**config.mk**
```make
export PLATFORM = sky130hd
export DESIGN_NAME = vgaGraphics
export DESIGN_NICKNAME = d
export VERILOG_FILES = /design/src/design/vgaGfxPkg.sv /design/src/design/vgaTiming.sv /design/src/design/gfxRegs.sv /design/src/design/tileMem.sv /design/src/design/pixelRenderer.sv /design/src/design/vgaGraphics.sv
export VERILOG_INCLUDE_DIRS = /design/src /design/src/design
export SDC_FILE = /design/constraint.sdc
export NUM_CORES = 2
export LEC_CHECK = 0
export ABC_CLOCK_PERIOD_IN_PS = 47500
export BUFFER_PORTS_ARGS = -buffer_cell sky130_fd_sc_hd__buf_2
export CAP_MARGIN = 10
export CORE_UTILIZATION = 44
export CTS_BUF_LIST = sky130_fd_sc_hd__clkbuf_16
export DETAILED_ROUTE_END_ITERATION = 6
export SETUP_SLACK_MARGIN = 0.05
export SKIP_CTS_REPAIR_TIMING = 1
export SYNTH_ARGS = -nofsm -noshare
export SYNTH_HDL_FRONTEND = slang
export SYNTH_SLANG_ARGS = --single-unit
```
**constraint.sdc**
```tcl
create_clock -name clk -period 47.5 [get_ports clk]
set_input_delay 4.75 -clock clk [delete_from_list [all_inputs] [get_ports clk]]
set_output_delay 4.75 -clock clk [all_outputs]
set_load 0.005 [all_outputs]
```
**src/design/vgaGfx_config.svh**
```systemverilog
// VGA graphics configuration with 640x480 timing, tile grid and host register map
`ifndef VGAGFX_CONFIG_SVH
`define VGAGFX_CONFIG_SVH

// horizontal timing in pixel clocks
`define H_ACTIVE 640
`define H_FRONT 16
`define H_SYNC 96
`define H_BACK 48
`define H_TOTAL (`H_ACTIVE + `H_FRONT + `H_SYNC + `H_BACK)

// vertical timing in lines
`define V_ACTIVE 480
`define V_FRONT 10
`define V_SYNC 2
`define V_BACK 33
`define V_TOTAL (`V_ACTIVE + `V_FRONT + `V_SYNC + `V_BACK)

// background made of 16x16 pixel tiles
`define TILE_COLS 40
`define TILE_ROWS 30
`define TILE_DEPTH (`TILE_COLS * `TILE_ROWS)
`define BAR_WIDTH 80

`define AXI_ADDR_W 16
`define REG_SCREEN 16'h0000
`define REG_PAL0 16'h0004
`define REG_PAL1 16'h0008
`define REG_SPRITE 16'h000C   // sprite x in bits 6:0, y in bits 14:8
`define REG_FRAMES 16'h0010   // read only
`define TILE_BASE 16'h1000    // one word per tile

`endif

```
**src/design/vgaGfxPkg.sv**
```systemverilog
// shared types of the VGA graphics subsystem
`default_nettype none

package vgaGfxPkg;

    typedef enum logic [1:0] {
        scrWelcome = 2'd0,
        scrBars    = 2'd1,
        scrGame    = 2'd2,
        scrBlank   = 2'd3
    } screenT;

    typedef struct packed {
        logic [3:0] r;
        logic [3:0] g;
        logic [3:0] b;
    } rgbT;

    // beam position plus its raw syncs
    typedef struct packed {
        logic [9:0] x;
        logic [8:0] y;
        logic       active;
        logic       hSync;   // active low
        logic       vSync;   // active low
    } pixPosT;

    // sprite origin in pixels is four times each field
    typedef struct packed {
        screenT     screen;
        rgbT        pal0;
        rgbT        pal1;
        logic [6:0] spriteX;
        logic [6:0] spriteY;
    } videoRegsT;

    typedef struct packed {
        logic        req;    // held until granted
        logic        we;
        logic [10:0] idx;
        logic [1:0]  data;
    } tileReqT;

endpackage

`default_nettype wire

```
**src/design/vgaTiming.sv**
```systemverilog
// VGA raster timing with 640x480 counters, syncs, active window and end-of-frame pulse
`timescale 1ns/100ps
`default_nettype none
`include "vgaGfx_config.svh"

module vgaTiming import vgaGfxPkg::*; (
    input  logic   clk,
    input  logic   arstN,
    output pixPosT pos,
    output logic   frameEnd
);

    localparam logic [9:0] H_LAST   = 10'(`H_TOTAL - 1);
    localparam logic [9:0] V_LAST   = 10'(`V_TOTAL - 1);
    localparam logic [9:0] HS_START = 10'(`H_ACTIVE + `H_FRONT);
    localparam logic [9:0] HS_END   = 10'(`H_ACTIVE + `H_FRONT + `H_SYNC);
    localparam logic [9:0] VS_START = 10'(`V_ACTIVE + `V_FRONT);
    localparam logic [9:0] VS_END   = 10'(`V_ACTIVE + `V_FRONT + `V_SYNC);

    logic [9:0] hCnt;
    logic [9:0] vCnt;   // reaches 524, wider than pos.y

    always_ff @(posedge clk or negedge arstN) begin
        if (!arstN) begin
            hCnt <= '0;
            vCnt <= '0;
        end else if (hCnt == H_LAST) begin
            hCnt <= '0;
            vCnt <= (vCnt == V_LAST) ? 10'd0 : vCnt + 10'd1;
        end else begin
            hCnt <= hCnt + 10'd1;
        end
    end

    always_comb begin
        pos.x      = hCnt;
        pos.y      = vCnt[8:0];
        pos.active = (hCnt < 10'(`H_ACTIVE)) && (vCnt < 10'(`V_ACTIVE));
        pos.hSync  = !((hCnt >= HS_START) && (hCnt < HS_END));
        pos.vSync  = !((vCnt >= VS_START) && (vCnt < VS_END));
    end

    // last clock of the last line
    assign frameEnd = (hCnt == H_LAST) && (vCnt == V_LAST);

    frameEndSingle: assert property (
        @(posedge clk) disable iff (!arstN) frameEnd |=> !frameEnd
    );

endmodule

`default_nettype wire

```
**src/design/gfxRegs.sv**
```systemverilog
// AXI4-Lite register block with frame-latched display registers and tile memory access
`timescale 1ns/100ps
`default_nettype none
`include "vgaGfx_config.svh"

module gfxRegs import vgaGfxPkg::*; (
    input  logic                   clk,
    input  logic                   arstN,
    input  logic [`AXI_ADDR_W-1:0] awaddr,
    input  logic                   awvalid,
    output logic                   awready,
    input  logic [31:0]            wdata,
    input  logic                   wvalid,
    output logic                   wready,
    output logic [1:0]             bresp,
    output logic                   bvalid,
    input  logic                   bready,
    input  logic [`AXI_ADDR_W-1:0] araddr,
    input  logic                   arvalid,
    output logic                   arready,
    output logic [31:0]            rdata,
    output logic [1:0]             rresp,
    output logic                   rvalid,
    input  logic                   rready,
    input  logic                   frameEnd,
    output videoRegsT              live,
    output tileReqT                tileReq,
    input  logic                   tileGrant,
    input  logic [1:0]             tileRdData
);

    typedef enum logic [2:0] {sIdle, sExec, sTile, sTileRd, sResp} stateT;

    localparam logic [1:0] OKAY   = 2'b00;
    localparam logic [1:0] SLVERR = 2'b10;
    localparam videoRegsT REGS_RESET = '{screen: scrWelcome, pal0: 12'h00F, pal1: 12'hF80,
                                         spriteX: 7'd0, spriteY: 7'd0};

    stateT                  state;
    logic                   awHeld;
    logic                   wHeld;
    logic                   isWr;
    logic [`AXI_ADDR_W-1:0] addrQ;
    logic [31:0]            wdataQ;
    logic [31:0]            rdataQ;
    logic [31:0]            regRead;
    logic [1:0]             respQ;
    logic [15:0]            frames;
    videoRegsT              pending;   // host side copy
    logic [`AXI_ADDR_W-1:0] tileOff;
    logic                   tileHit;

    assign awready = (state == sIdle) && !awHeld;
    assign wready  = (state == sIdle) && !wHeld;
    assign arready = (state == sIdle) && !awHeld && !wHeld && !awvalid && !wvalid; // writes first
    assign bvalid  = (state == sResp) && isWr;
    assign rvalid  = (state == sResp) && !isWr;
    assign bresp   = respQ;
    assign rresp   = respQ;
    assign rdata   = rdataQ;

    assign tileOff = addrQ - `TILE_BASE;
    assign tileHit = (addrQ >= `TILE_BASE) && (addrQ < `TILE_BASE + 16'(4 * `TILE_DEPTH));
    assign tileReq = '{req: state == sTile, we: isWr, idx: tileOff[12:2], data: wdataQ[1:0]};

    always_comb begin
        case (addrQ)
            `REG_SCREEN: regRead = {30'd0, pending.screen};
            `REG_PAL0:   regRead = {20'd0, pending.pal0};
            `REG_PAL1:   regRead = {20'd0, pending.pal1};
            `REG_SPRITE: regRead = {17'd0, pending.spriteY, 1'b0, pending.spriteX};
            `REG_FRAMES: regRead = {16'd0, frames};
            default:     regRead = '0;
        endcase
    end

    always_ff @(posedge clk or negedge arstN) begin
        if (!arstN) begin
            state   <= sIdle;
            awHeld  <= 1'b0;
            wHeld   <= 1'b0;
            isWr    <= 1'b0;
            respQ   <= OKAY;
            pending <= REGS_RESET;
        end else begin
            case (state)
                sIdle: begin
                    if (awvalid && awready)
                        awHeld <= 1'b1;
                    if (wvalid && wready)
                        wHeld <= 1'b1;
                    if (awHeld && wHeld) begin   // both halves of the write collected
                        awHeld <= 1'b0;
                        wHeld  <= 1'b0;
                        isWr   <= 1'b1;
                        state  <= sExec;
                    end else if (arvalid && arready) begin
                        isWr  <= 1'b0;
                        state <= sExec;
                    end
                end
                sExec: begin
                    respQ <= OKAY;
                    state <= tileHit ? sTile : sResp;
                    if (!tileHit) begin
                        case (addrQ)
                            `REG_SCREEN: if (isWr) pending.screen <= screenT'(wdataQ[1:0]);
                            `REG_PAL0:   if (isWr) pending.pal0 <= wdataQ[11:0];
                            `REG_PAL1:   if (isWr) pending.pal1 <= wdataQ[11:0];
                            `REG_SPRITE: begin
                                if (isWr) begin
                                    pending.spriteX <= wdataQ[6:0];
                                    pending.spriteY <= wdataQ[14:8];
                                end
                            end
                            `REG_FRAMES: respQ <= OKAY;   // writes ignored
                            default:     respQ <= SLVERR;
                        endcase
                    end
                end
                sTile:   if (tileGrant) state <= isWr ? sResp : sTileRd;
                sTileRd: state <= sResp;
                sResp:   if ((isWr && bready) || (!isWr && rready)) state <= sIdle;
                default: state <= sIdle;
            endcase
        end
    end

    always_ff @(posedge clk) begin
        if (awvalid && awready)
            addrQ <= awaddr;
        else if (arvalid && arready)
            addrQ <= araddr;
        if (wvalid && wready)
            wdataQ <= wdata;
        if (state == sExec)
            rdataQ <= regRead;
        else if (state == sTileRd)
            rdataQ <= {30'd0, tileRdData};   // data one cycle after grant
    end

    // display copy only moves at the frame boundary
    always_ff @(posedge clk or negedge arstN) begin
        if (!arstN) begin
            frames <= '0;
            live   <= REGS_RESET;
        end else if (frameEnd) begin
            frames <= frames + 16'd1;
            live   <= pending;
        end
    end

    // master keeps a read request up until it is taken
    arHolds: assert property (
        @(posedge clk) disable iff (!arstN) arvalid && !arready |=> arvalid
    );

endmodule

`default_nettype wire

```
**src/design/tileMem.sv**
```systemverilog
// tile map RAM shared by renderer and host through a fixed-priority arbiter
`timescale 1ns/100ps
`default_nettype none
`include "vgaGfx_config.svh"

module tileMem import vgaGfxPkg::*; (
    input  logic        clk,
    input  logic        arstN,
    input  logic [10:0] rendIdx,
    input  logic        rendReq,
    output logic [1:0]  rendData,
    input  tileReqT     hostReq,
    output logic        hostGrant,
    output logic [1:0]  hostData
);

    logic [1:0]  mem [`TILE_DEPTH];
    logic        sweeping;   // clearing after reset
    logic        sweepQ;
    logic [10:0] sweepIdx;
    logic [10:0] addr;
    logic        wrEn;
    logic [1:0]  wrData;
    logic [1:0]  rdQ;

    // renderer always wins, host only gets idle cycles
    assign hostGrant = hostReq.req && !rendReq && !sweeping;

    always_comb begin
        if (sweeping) begin
            addr = sweepIdx;
            wrEn = 1'b1;
        end else if (rendReq) begin
            addr = rendIdx;
            wrEn = 1'b0;
        end else begin
            addr = hostReq.idx;
            wrEn = hostGrant && hostReq.we;
        end
    end

    assign wrData = sweeping ? 2'd0 : hostReq.data;

    // single port, read one cycle later
    always_ff @(posedge clk) begin
        if (wrEn)
            mem[addr] <= wrData;
        rdQ <= mem[addr];
    end

    always_ff @(posedge clk or negedge arstN) begin
        if (!arstN) begin
            sweeping <= 1'b1;
            sweepQ   <= 1'b1;
            sweepIdx <= '0;
        end else begin
            sweepQ <= sweeping;
            if (sweeping) begin
                sweepIdx <= sweepIdx + 11'd1;
                if (sweepIdx == 11'(`TILE_DEPTH - 1))
                    sweeping <= 1'b0;
            end
        end
    end

    assign rendData = sweepQ ? 2'd0 : rdQ;   // code 0 until the sweep is done
    assign hostData = rdQ;

    // requester must keep a stalled request steady
    hostHolds: assert property (
        @(posedge clk) disable iff (!arstN)
        hostReq.req && !hostGrant |=> hostReq.req && $stable(hostReq)
    );

endmodule

`default_nettype wire

```
**src/design/pixelRenderer.sv**
```systemverilog
// two-stage pixel pipeline from beam position and display registers to RGB and syncs
`timescale 1ns/100ps
`default_nettype none
`include "vgaGfx_config.svh"

module pixelRenderer import vgaGfxPkg::*; (
    input  logic        clk,
    input  logic        arstN,
    input  pixPosT      pos,
    input  videoRegsT   regs,
    output logic [10:0] tileIdx,
    output logic        tileReq,
    input  logic [1:0]  tileCode,
    output rgbT         rgb,
    output logic        hSync,
    output logic        vSync
);

    localparam rgbT BLACK = 12'h000;
    localparam rgbT WHITE = 12'hFFF;
    localparam pixPosT POS_IDLE = '{x: 10'd0, y: 9'd0, active: 1'b0, hSync: 1'b1, vSync: 1'b1};

    pixPosT     s1Pos;
    logic [9:0] sprX;   // sprite origin in pixels
    logic [9:0] sprY;
    logic [9:0] s1Y;
    logic       inSprite;
    logic [2:0] bar;
    rgbT        tileRgb;
    rgbT        pixRgb;

    function automatic logic [2:0] barOf(input logic [9:0] x);
        logic [2:0] k;
        k = 3'd0;
        for (int i = 1; i < 8; i++) begin
            if (x >= 10'(i * `BAR_WIDTH))
                k = 3'(i);
        end
        return k;
    endfunction

    // stage 1 fetches the tile under the beam
    assign tileIdx = 11'(pos.y[8:4]) * 11'(`TILE_COLS) + 11'(pos.x[9:4]);
    assign tileReq = pos.active;

    always_ff @(posedge clk or negedge arstN) begin
        if (!arstN)
            s1Pos <= POS_IDLE;
        else
            s1Pos <= pos;
    end

    // stage 2, tileCode now lines up with s1Pos
    assign sprX     = {1'b0, regs.spriteX, 2'b00};
    assign sprY     = {1'b0, regs.spriteY, 2'b00};
    assign s1Y      = {1'b0, s1Pos.y};
    assign inSprite = (s1Pos.x >= sprX) && (s1Pos.x < sprX + 10'd8) &&
                      (s1Y >= sprY) && (s1Y < sprY + 10'd8);
    assign bar      = barOf(s1Pos.x);

    always_comb begin
        case (tileCode)
            2'd0:    tileRgb = regs.pal0;
            2'd1:    tileRgb = regs.pal1;
            2'd2:    tileRgb = BLACK;
            default: tileRgb = WHITE;
        endcase
    end

    always_comb begin
        pixRgb = BLACK;   // blanking stays dark
        if (s1Pos.active) begin
            case (regs.screen)
                scrWelcome: pixRgb = regs.pal0;
                scrBars:    pixRgb = '{r: {4{bar[2]}}, g: {4{bar[1]}}, b: {4{bar[0]}}};
                scrGame:    pixRgb = inSprite ? (WHITE ^ tileRgb) : tileRgb;
                default:    pixRgb = BLACK;
            endcase
        end
    end

    always_ff @(posedge clk or negedge arstN) begin
        if (!arstN) begin
            rgb   <= BLACK;
            hSync <= 1'b1;
            vSync <= 1'b1;
        end else begin
            rgb   <= pixRgb;
            hSync <= s1Pos.hSync;   // syncs ride along with the colour
            vSync <= s1Pos.vSync;
        end
    end

endmodule

`default_nettype wire

```
**src/design/vgaGraphics.sv**
```systemverilog
// VGA graphics subsystem top joining timing, registers, tile memory and renderer
`timescale 1ns/100ps
`default_nettype none
`include "vgaGfx_config.svh"

module vgaGraphics import vgaGfxPkg::*; (
    input  logic                   clk,
    input  logic                   arstN,
    input  logic [`AXI_ADDR_W-1:0] awaddr,
    input  logic                   awvalid,
    output logic                   awready,
    input  logic [31:0]            wdata,
    input  logic                   wvalid,
    output logic                   wready,
    output logic [1:0]             bresp,
    output logic                   bvalid,
    input  logic                   bready,
    input  logic [`AXI_ADDR_W-1:0] araddr,
    input  logic                   arvalid,
    output logic                   arready,
    output logic [31:0]            rdata,
    output logic [1:0]             rresp,
    output logic                   rvalid,
    input  logic                   rready,
    output logic                   hSync,
    output logic                   vSync,
    output logic [3:0]             vgaR,
    output logic [3:0]             vgaG,
    output logic [3:0]             vgaB,
    output logic                   screenEnd
);

    pixPosT      pos;
    videoRegsT   liveRegs;
    tileReqT     hostReq;
    logic        hostGrant;
    logic [1:0]  hostData;
    logic [10:0] rendIdx;
    logic        rendReq;
    logic [1:0]  rendData;
    rgbT         rgb;

    vgaTiming vgaTiming_inst (.clk, .arstN, .pos, .frameEnd(screenEnd));

    gfxRegs gfxRegs_inst (
        .clk, .arstN,
        .awaddr, .awvalid, .awready, .wdata, .wvalid, .wready,
        .bresp, .bvalid, .bready, .araddr, .arvalid, .arready,
        .rdata, .rresp, .rvalid, .rready,
        .frameEnd(screenEnd), .live(liveRegs),
        .tileReq(hostReq), .tileGrant(hostGrant), .tileRdData(hostData)
    );

    tileMem tileMem_inst (
        .clk, .arstN, .rendIdx, .rendReq, .rendData,
        .hostReq, .hostGrant, .hostData
    );

    pixelRenderer pixelRenderer_inst (
        .clk, .arstN, .pos, .regs(liveRegs),
        .tileIdx(rendIdx), .tileReq(rendReq), .tileCode(rendData),
        .rgb, .hSync, .vSync
    );

    assign vgaR = rgb.r;
    assign vgaG = rgb.g;
    assign vgaB = rgb.b;

endmodule

`default_nettype wire

```
After elaboration in Yosys (flattened, before gate mapping)
Memory sizes are Yosys's and may differ from the RTL's. A register that Yosys moved wholly into a read port is not among the register bits.
Cells that the tools add are included.
{"block": "classes", "add_sub_neg": 8, "mul": 1, "div_mod_pow": 0, "n_lt_le_gt_ge": 19, "n_eq_ne": 18, "shifts": 0, "mux": 43, "bitwise_logic": 2, "n_reduce_logical": 52}
{"cell": "$pmux W16 S5", "count": 1}
{"cell": "$pmux W12 S3", "count": 2}
{"cell": "$mux W32", "count": 2}
{"cell": "$ge A10 B9 Y1 const B", "count": 4}
{"cell": "$eq A16 B4 Y1 const B", "count": 2}
{"cell": "$mux W16", "count": 2}
{"cell": "$mux W3", "count": 10}
{"cell": "$logic_and A1 B1 Y1", "count": 24}
{"cell": "$mux W12", "count": 2}
{"cell": "$mux W11", "count": 2}
{"cell": "$add A10 B1 Y10 const B", "count": 2}
{"cell": "$add A9 B4 Y10 const B", "count": 2}
{"cell": "$eq A10 B10 Y1 const B", "count": 2}
{"cell": "$ge A10 B10 Y1 const B", "count": 2}
{"cell": "$ge A10 B8 Y1 const B", "count": 2}
{"cell": "$lt A10 B10 Y1 const B", "count": 2}
{"cell": "$lt A10 B9 Y1 const B", "count": 2}
{"cell": "$mux W10", "count": 2}
{"cell": "$add A16 B1 Y16 const B", "count": 1}
{"cell": "$eq A16 B3 Y1 const B", "count": 1}
{"cell": "$eq A16 B5 Y1 const B", "count": 1}
{"cell": "$ge A16 B13 Y1 const B", "count": 1}
{"cell": "$logic_not A16 Y1", "count": 1}
{"cell": "$lt A16 B14 Y1 const B", "count": 1}
{"cell": "31 further kinds", "count": 70}
{"block": "word_totals", "ff_bits": 236, "latchBits": 0, "ramBits": 2400, "romBits": 0, "out_inout_bits": 56, "word_cells": 186, "n_memories": 1}
{"name": "tileMem_inst.mem", "words": 1200, "word_bits": 2, "rd": 1, "rd_ports_with_merged_regs": 1, "wr": 1, "line_no": "tileMem.sv:17", "rtl": "logic [1:0] mem [`TILE_DEPTH];"}

Longest topological paths before layout
{"block": "logic_depth", "ltp_word": 10, "mapped_depth": 19, "mapped_depth_nobuf": 14}

Hierarchy
A second synthesis with hierarchy kept.
{"block": "unflattened", "cells_unflattened": 8367, "area_unflattened_um2": 110138.1}
{"module": "tileMem", "instances": 1, "cells_each": 7473, "area_per_inst_um2": 99660.6, "seq_area_each_um2": 72437.0}
{"module": "gfxRegs", "instances": 1, "cells_each": 478, "area_per_inst_um2": 6600.1, "seq_area_each_um2": 4011.3}
{"module": "pixelRenderer", "instances": 1, "cells_each": 302, "area_per_inst_um2": 2736.4, "seq_area_each_um2": 905.9}
{"module": "vgaTiming", "instances": 1, "cells_each": 114, "area_per_inst_um2": 1141.1, "seq_area_each_um2": 500.5}

Worst setup path after synthesis
No wires, ideal clock.
{"block": "synth_timing", "path_kind": "register to register", "from": "register tileMem_inst.sweeping", "to": "memory tileMem_inst.mem[0][0] (data pin)", "setup_time_ns": 6.057, "arrival_ns": 30.086, "t_required_ns": 41.443, "setup_slack_ns": 11.357, "path_stages_with_launch": 6, "path_buffers": 4, "synth_period_minus_slack_ns": 36.143, "path_cell_list": "dfstp_2 clkbuf_1 buf_2 buf_1 buf_1 nor2b_1"}
{"block": "synth_via", "elab_chain_len": 1}
{"item": "from (decl)", "line_no": "tileMem.sv:18", "rtl": "logic sweeping;"}
{"item": "from (signal assigned)", "line_no": "tileMem.sv:53", "rtl": "sweeping <= 1'b1;"}
{"item": "from (signal assigned)", "line_no": "tileMem.sv:61", "rtl": "sweeping <= 1'b0;"}
{"item": "$mux W2", "line_no": "tileMem.sv:42", "rtl": "assign wrData = sweeping ? 2'd0 : hostReq.data;"}
{"item": "via tileMem_inst.wrData[0]", "line_no": "tileMem.sv:23", "rtl": "logic [1:0] wrData;"}
{"item": "to (decl)", "line_no": "tileMem.sv:17"}
The timed path passes the listed nets, and every way through them passes these cells.

Final worst setup path
{"block": "layout_timing", "from": "input port awvalid", "to": "output port arready"}
{"block": "layout_via", "elab_chain_len": 3}
{"item": "from (decl)", "line_no": "vgaGraphics.sv:10", "rtl": "input logic awvalid,"}
{"item": "$logic_not A1 Y1", "line_no": "gfxRegs.sv:55", "rtl": "assign arready = (state == sIdle) && !awHeld && !wHeld && !awvalid && !wvalid;"}
{"item": "$logic_and A1 B1 Y1 (2 in series)", "line_no": "gfxRegs.sv:55"}
{"item": "to (decl)", "line_no": "vgaGraphics.sv:20", "rtl": "output logic arready,"}
No other way between the ends.

==> results.md <==
Layout:
- After routing the design area is 123,000 um^2.
- The area growth from synthesis to final layout is 12.1%.
- The net count of the finished layout is 8,933.
- In the final layout, the share of cells above drive strength 1 is 9.93%.
- The total of fill cells in the finished design is 21,400.
- The finished layout holds 12,300 standard cells, fillers aside.
- At the end of the flow the core is filled with cells to 49.8%.

Yosys:
- After technology mapping, the gate count stands at 8,878.
- In this run, synthesis produced a sequential element count of 2,621.
- Of the post-synthesis cell area, the dominant cell type holds 67.1%.
- The average instance area after synthesis is 12.3 um^2.
- The post-synthesis instance area is 109,000 um^2.
- Sequential elements use 71.1% of the synthesized area.
- The async set-or-reset flop fraction in the synthesized netlist is 6.56%.
- The number of warnings printed during yosys synthesis is 0.
- Among all flip-flop cells after synthesis, the most frequent one is sky130_fd_sc_hd__edfxtp_1.
- The dominant cell type by area after synthesis is sky130_fd_sc_hd__edfxtp_1.
- By area the synthesized netlist is led by sky130_fd_sc_hd__edfxtp_1 (67%), sky130_fd_sc_hd__nand2_1 (6.2%), sky130_fd_sc_hd__nor2_1 (4.4%).
- The synthesized design contains 2,447 enable-type register cells.
- Counting distinct cell types in the post-synthesis netlist gives 88.

Clock network:
- The clock tree from TritonCTS is done.
- In this run, CTS created clock tree buffers numbering 288.
- The H-tree was split into 5 levels.
- The deepest clock path buffer count is 4.
- The later-pin clock latency in the skew report is 0.95 ns.
- Clock-pin slew was measured on the worst setup and hold paths at 0.06 ns.
- The tree is rooted in a sky130_fd_sc_hd__clkbuf_16.
- The clock net in this run drives a total of 2,621 sinks.

Place:
- The post-placement worst setup slack is 37.43 ns.
- The final estimated routing congestion in global placement is 0.863.
- In this run, placement finished with an instance count of 11,800.
- The instance area at placement is 113,000 um^2.
- The estimated wirelength of the detail-placed design is 196 mm.
- The count of input and output buffers is 91.

Power and ir drop:
- For this design the ratio of total power to cell area is 39.7 nW/um^2.
- Across the VDD grid, the largest voltage drop is 0.0330 mV.
- The reported leakage power is 40.7 nW.
- The total power of the final layout is 4.87 mW.

Timing:
- In the post-route analysis, the smallest setup slack over all paths is 37.42 ns.
- For the final database, setup skew stands at 0.0654 ns.
- The final count of hold timing violations came to 0.
- The period utilization is 21.2%.
- The transition time at the pin with the least slew margin is 1.31 ns.
- The normalized max-slew margin is 12.8%.
- The shortest period the worst path allows is 10.08 ns.
- The setup TNS is 0 ns.
- The upper clock frequency limit is 99.2 MHz.
- Setup violations remaining at the end of the flow were counted as 0.
- The tightest hold margin is 0.352 ns.
- The count of pins over their slew limit is 0.
- Setup repair after global routing left no endpoint under its margin.

Routing:
- The routed wirelength normalized by instance count is 28.9 um.
- Across all layers, the routed design uses 74,600 vias.
- The routed design has 356 mm of wire.
- In this run the remaining antenna-violating nets after routing total 0.
- The DRC violation total after the first TritonRoute iteration is 10,500.
- The pre-antenna-repair detailed-routing pass consisted of 7 iterations.
- Dividing the detail-routed via count by the number of cells gives 6.04.
- The uppermost layer routed is met5.
- The routed length on met1 is 138 mm.
- The final routed DRC violation total is 4.
- Detailed routing placed a total of 164 mm of wire on met2.
- The total met3 wirelength after detailed routing is 38.5 mm.

Floorplan:
- The initialized floorplan defines 182 standard-cell rows.
- The vertical die dimension is 501 um.
- The core footprint is 247,000 um^2.
- For this configuration, the core starts out at a cell density of 44.4%.
- The floorplan step defined a die boundary enclosing 251,000 um^2.
- From left edge to right edge, the die measures 501 um.
- The I/O pin count is 127.

Job:
- The max-capacitance violation count is 0.

Setup path:
- Along the worst path, the maximum fanout reaches 4.
- The endpoint arrival time on the critical path is 5.33 ns.
- The worst path required time is 42.75 ns.
- The critical path startpoint category is an input port.
- By startpoint and endpoint, the worst setup path is classified as input port to output port.
- The worst setup path is captured at an output port.

Global routing:
- The total global routing track utilization is 28.1%.
- The wire length of the first global-routing pass is 507 mm.
- The number of global-route vias before repair is 71,400.
- Summed over all layers, the global routing overflow is 0.
- The initial antenna violation count is 18.
- Entering global routing, the biggest net connects 221 pins.

Min path:
- The type of the most critical hold path is flop to flop.

Run status:
- The flow ran to the end, but the final reports show violations.
- The final reports fail on DRC.
==> per-layer routing <==
layer | global-route usage, % | up-vias
li1 | - | 32000
met1 | 37.8 | 37600
met2 | 43.8 | 4204
met3 | 6.21 | 766
met4 | 11.8 | 10
met5 | 0 | -
==> logic make-up (layout without fill, tap and decap cells) <==
kind of cell / Yosys count / in the layout / synth area share (%)
AO/OA/AOI/OAI: 1026 / 1026 / 5.90
XOR/XNOR: 63 / 63 / 0.504
buffers and inverters: 714 / 836 / 2.74
flip-flops: 2621 / 2621 / 71.1
other: 1 / 27 / 0.00343
adder cells (fa/ha/maj): 47 / 47 / 0.549
multiplexers: 451 / 451 / 4.22
AND/OR/NAND/NOR: 3955 / 3955 / 15.0
==> report_power, final <==
group          leakage [nW]  switching [mW]  internal (mW)
registers              24.3          0.0126           2.61
clock network          4.55           0.893           1.21
logic                  11.9           0.122         0.0214
total                  40.7            1.03           3.84
==> sequential cells by signal, indices dropped and copies added, names as in the netlist, 11 cells and up <==
signal                    flops
gfxRegs_inst.pending         40
gfxRegs_inst.addrQ           16
tileMem_inst.mem           2400
pixelRenderer_inst.rgb       12
gfxRegs_inst.live            40
gfxRegs_inst.frames          16
gfxRegs_inst.rdata           16
tileMem_inst.sweepIdx        11
pixelRenderer_inst.s1Pos     22
gfxRegs_inst.wdataQ          15
==> final timing paths <==
path,cells past startpoint,slack (ns),endpoint,start
worst max-delay path,4,37.42,arready,awvalid
worst min-delay path,0,0.35,pixelRenderer_inst.hSync$_DFF_PN1_,pixelRenderer_inst.s1Pos[1]$_DFF_PN1_
worst max register to register,15,38.97,tileMem_inst.hostData[1]$_DFF_P_,tileMem_inst.sweeping$_DFF_PN1_
worst min register to register,0,0.35,pixelRenderer_inst.hSync$_DFF_PN1_,pixelRenderer_inst.s1Pos[1]$_DFF_PN1_
max in group asynchronous,2,42.55,pixelRenderer_inst.s1Pos[16]$_DFF_PN0_,arstN
min in group asynchronous,1,3.75,pixelRenderer_inst.rgb[9]$_DFF_PN0_,arstN
==> worst max-delay path: stages <==
cell and delay (ns):
sky130_fd_sc_hd__buf_2 0.11, sky130_fd_sc_hd__nor2_1 0.21, sky130_fd_sc_hd__and2_1 0.16, sky130_fd_sc_hd__buf_2 0.10
==> Yosys cell counts (20+ instances only) <==
library cell                  n
sky130_fd_sc_hd__edfxtp_1  2447
sky130_fd_sc_hd__a221oi_1    20
sky130_fd_sc_hd__dfrtp_1    148
sky130_fd_sc_hd__a22oi_1     30
sky130_fd_sc_hd__nor4_1      79
sky130_fd_sc_hd__clkbuf_1   379
sky130_fd_sc_hd__buf_4       28
sky130_fd_sc_hd__dfstp_2     24
sky130_fd_sc_hd__nand3_1    510
sky130_fd_sc_hd__nand2_1   1812
sky130_fd_sc_hd__xnor2_1     50
sky130_fd_sc_hd__nor3_1      48
sky130_fd_sc_hd__a32oi_1     73
sky130_fd_sc_hd__buf_1      112
sky130_fd_sc_hd__and3_1      69
sky130_fd_sc_hd__mux2i_1    363
sky130_fd_sc_hd__buf_2      157
sky130_fd_sc_hd__a21o_1      20
sky130_fd_sc_hd__mux2_2      88
sky130_fd_sc_hd__inv_1       35
sky130_fd_sc_hd__o22ai_1    136
sky130_fd_sc_hd__nand4_1     78
sky130_fd_sc_hd__a21oi_1    438
sky130_fd_sc_hd__o21ai_0     82
sky130_fd_sc_hd__a31oi_1     77
sky130_fd_sc_hd__nor2_1    1283
sky130_fd_sc_hd__ha_1        44
==> area by class of cell <==
cell class,instances,area [um^2],area share [%]
diodes,9,22.5,0.0184
clock buffers,296,7410,6.04
clock inverters,195,1280,1.04
inverters,36,135,0.110
multi-input cells,5560,29200,23.8
flip-flops and latches,2621,77900,63.4
well taps,3312,4140,3.38
repair buffers,309,2650,2.16
==> cells in the final DEF, fill, tap and decap left out, types with 13 or more instances in the layout <==
master                      netlist  final
sky130_fd_sc_hd__nand2_1       1812   1775
sky130_fd_sc_hd__buf_16           0     18
sky130_fd_sc_hd__and3_1          69     66
sky130_fd_sc_hd__xnor2_1         50     50
sky130_fd_sc_hd__nor3_1          48     38
sky130_fd_sc_hd__nand3_1        510    504
sky130_fd_sc_hd__inv_1           35    105
sky130_fd_sc_hd__buf_2          157     90
sky130_fd_sc_hd__nand2_4          0     32
sky130_fd_sc_hd__clkbuf_16        0    296
sky130_fd_sc_hd__mux2i_1        363    363
sky130_fd_sc_hd__nand4_1         78     78
sky130_fd_sc_hd__o31ai_1         15     13
sky130_fd_sc_hd__buf_4           28    183
sky130_fd_sc_hd__nor2b_1         17     15
sky130_fd_sc_hd__a221oi_1        20     20
sky130_fd_sc_hd__clkinv_2         0     43
sky130_fd_sc_hd__nor2_1        1283   1274
sky130_fd_sc_hd__a21o_1          20     20
sky130_fd_sc_hd__clkinv_1         0     53
sky130_fd_sc_hd__o21ai_0         82     82
sky130_fd_sc_hd__nor4_1          79     77
sky130_fd_sc_hd__xor2_1          13     13
sky130_fd_sc_hd__bufinv_16        0     16
sky130_fd_sc_hd__mux2_2          88     88
sky130_fd_sc_hd__dfrtp_1        148    148
sky130_fd_sc_hd__o22ai_1        136    136
sky130_fd_sc_hd__conb_1           1     18
sky130_fd_sc_hd__a32oi_1         73     73
sky130_fd_sc_hd__a21oi_1        438    438
sky130_fd_sc_hd__a31oi_1         77     77
sky130_fd_sc_hd__ha_1            44     44
sky130_fd_sc_hd__a22oi_1         30     30
sky130_fd_sc_hd__dfstp_2         24     24
sky130_fd_sc_hd__edfxtp_1      2447   2447
sky130_fd_sc_hd__or4_1           13     13
Note: power is estimated with default switching activity, not from simulation.
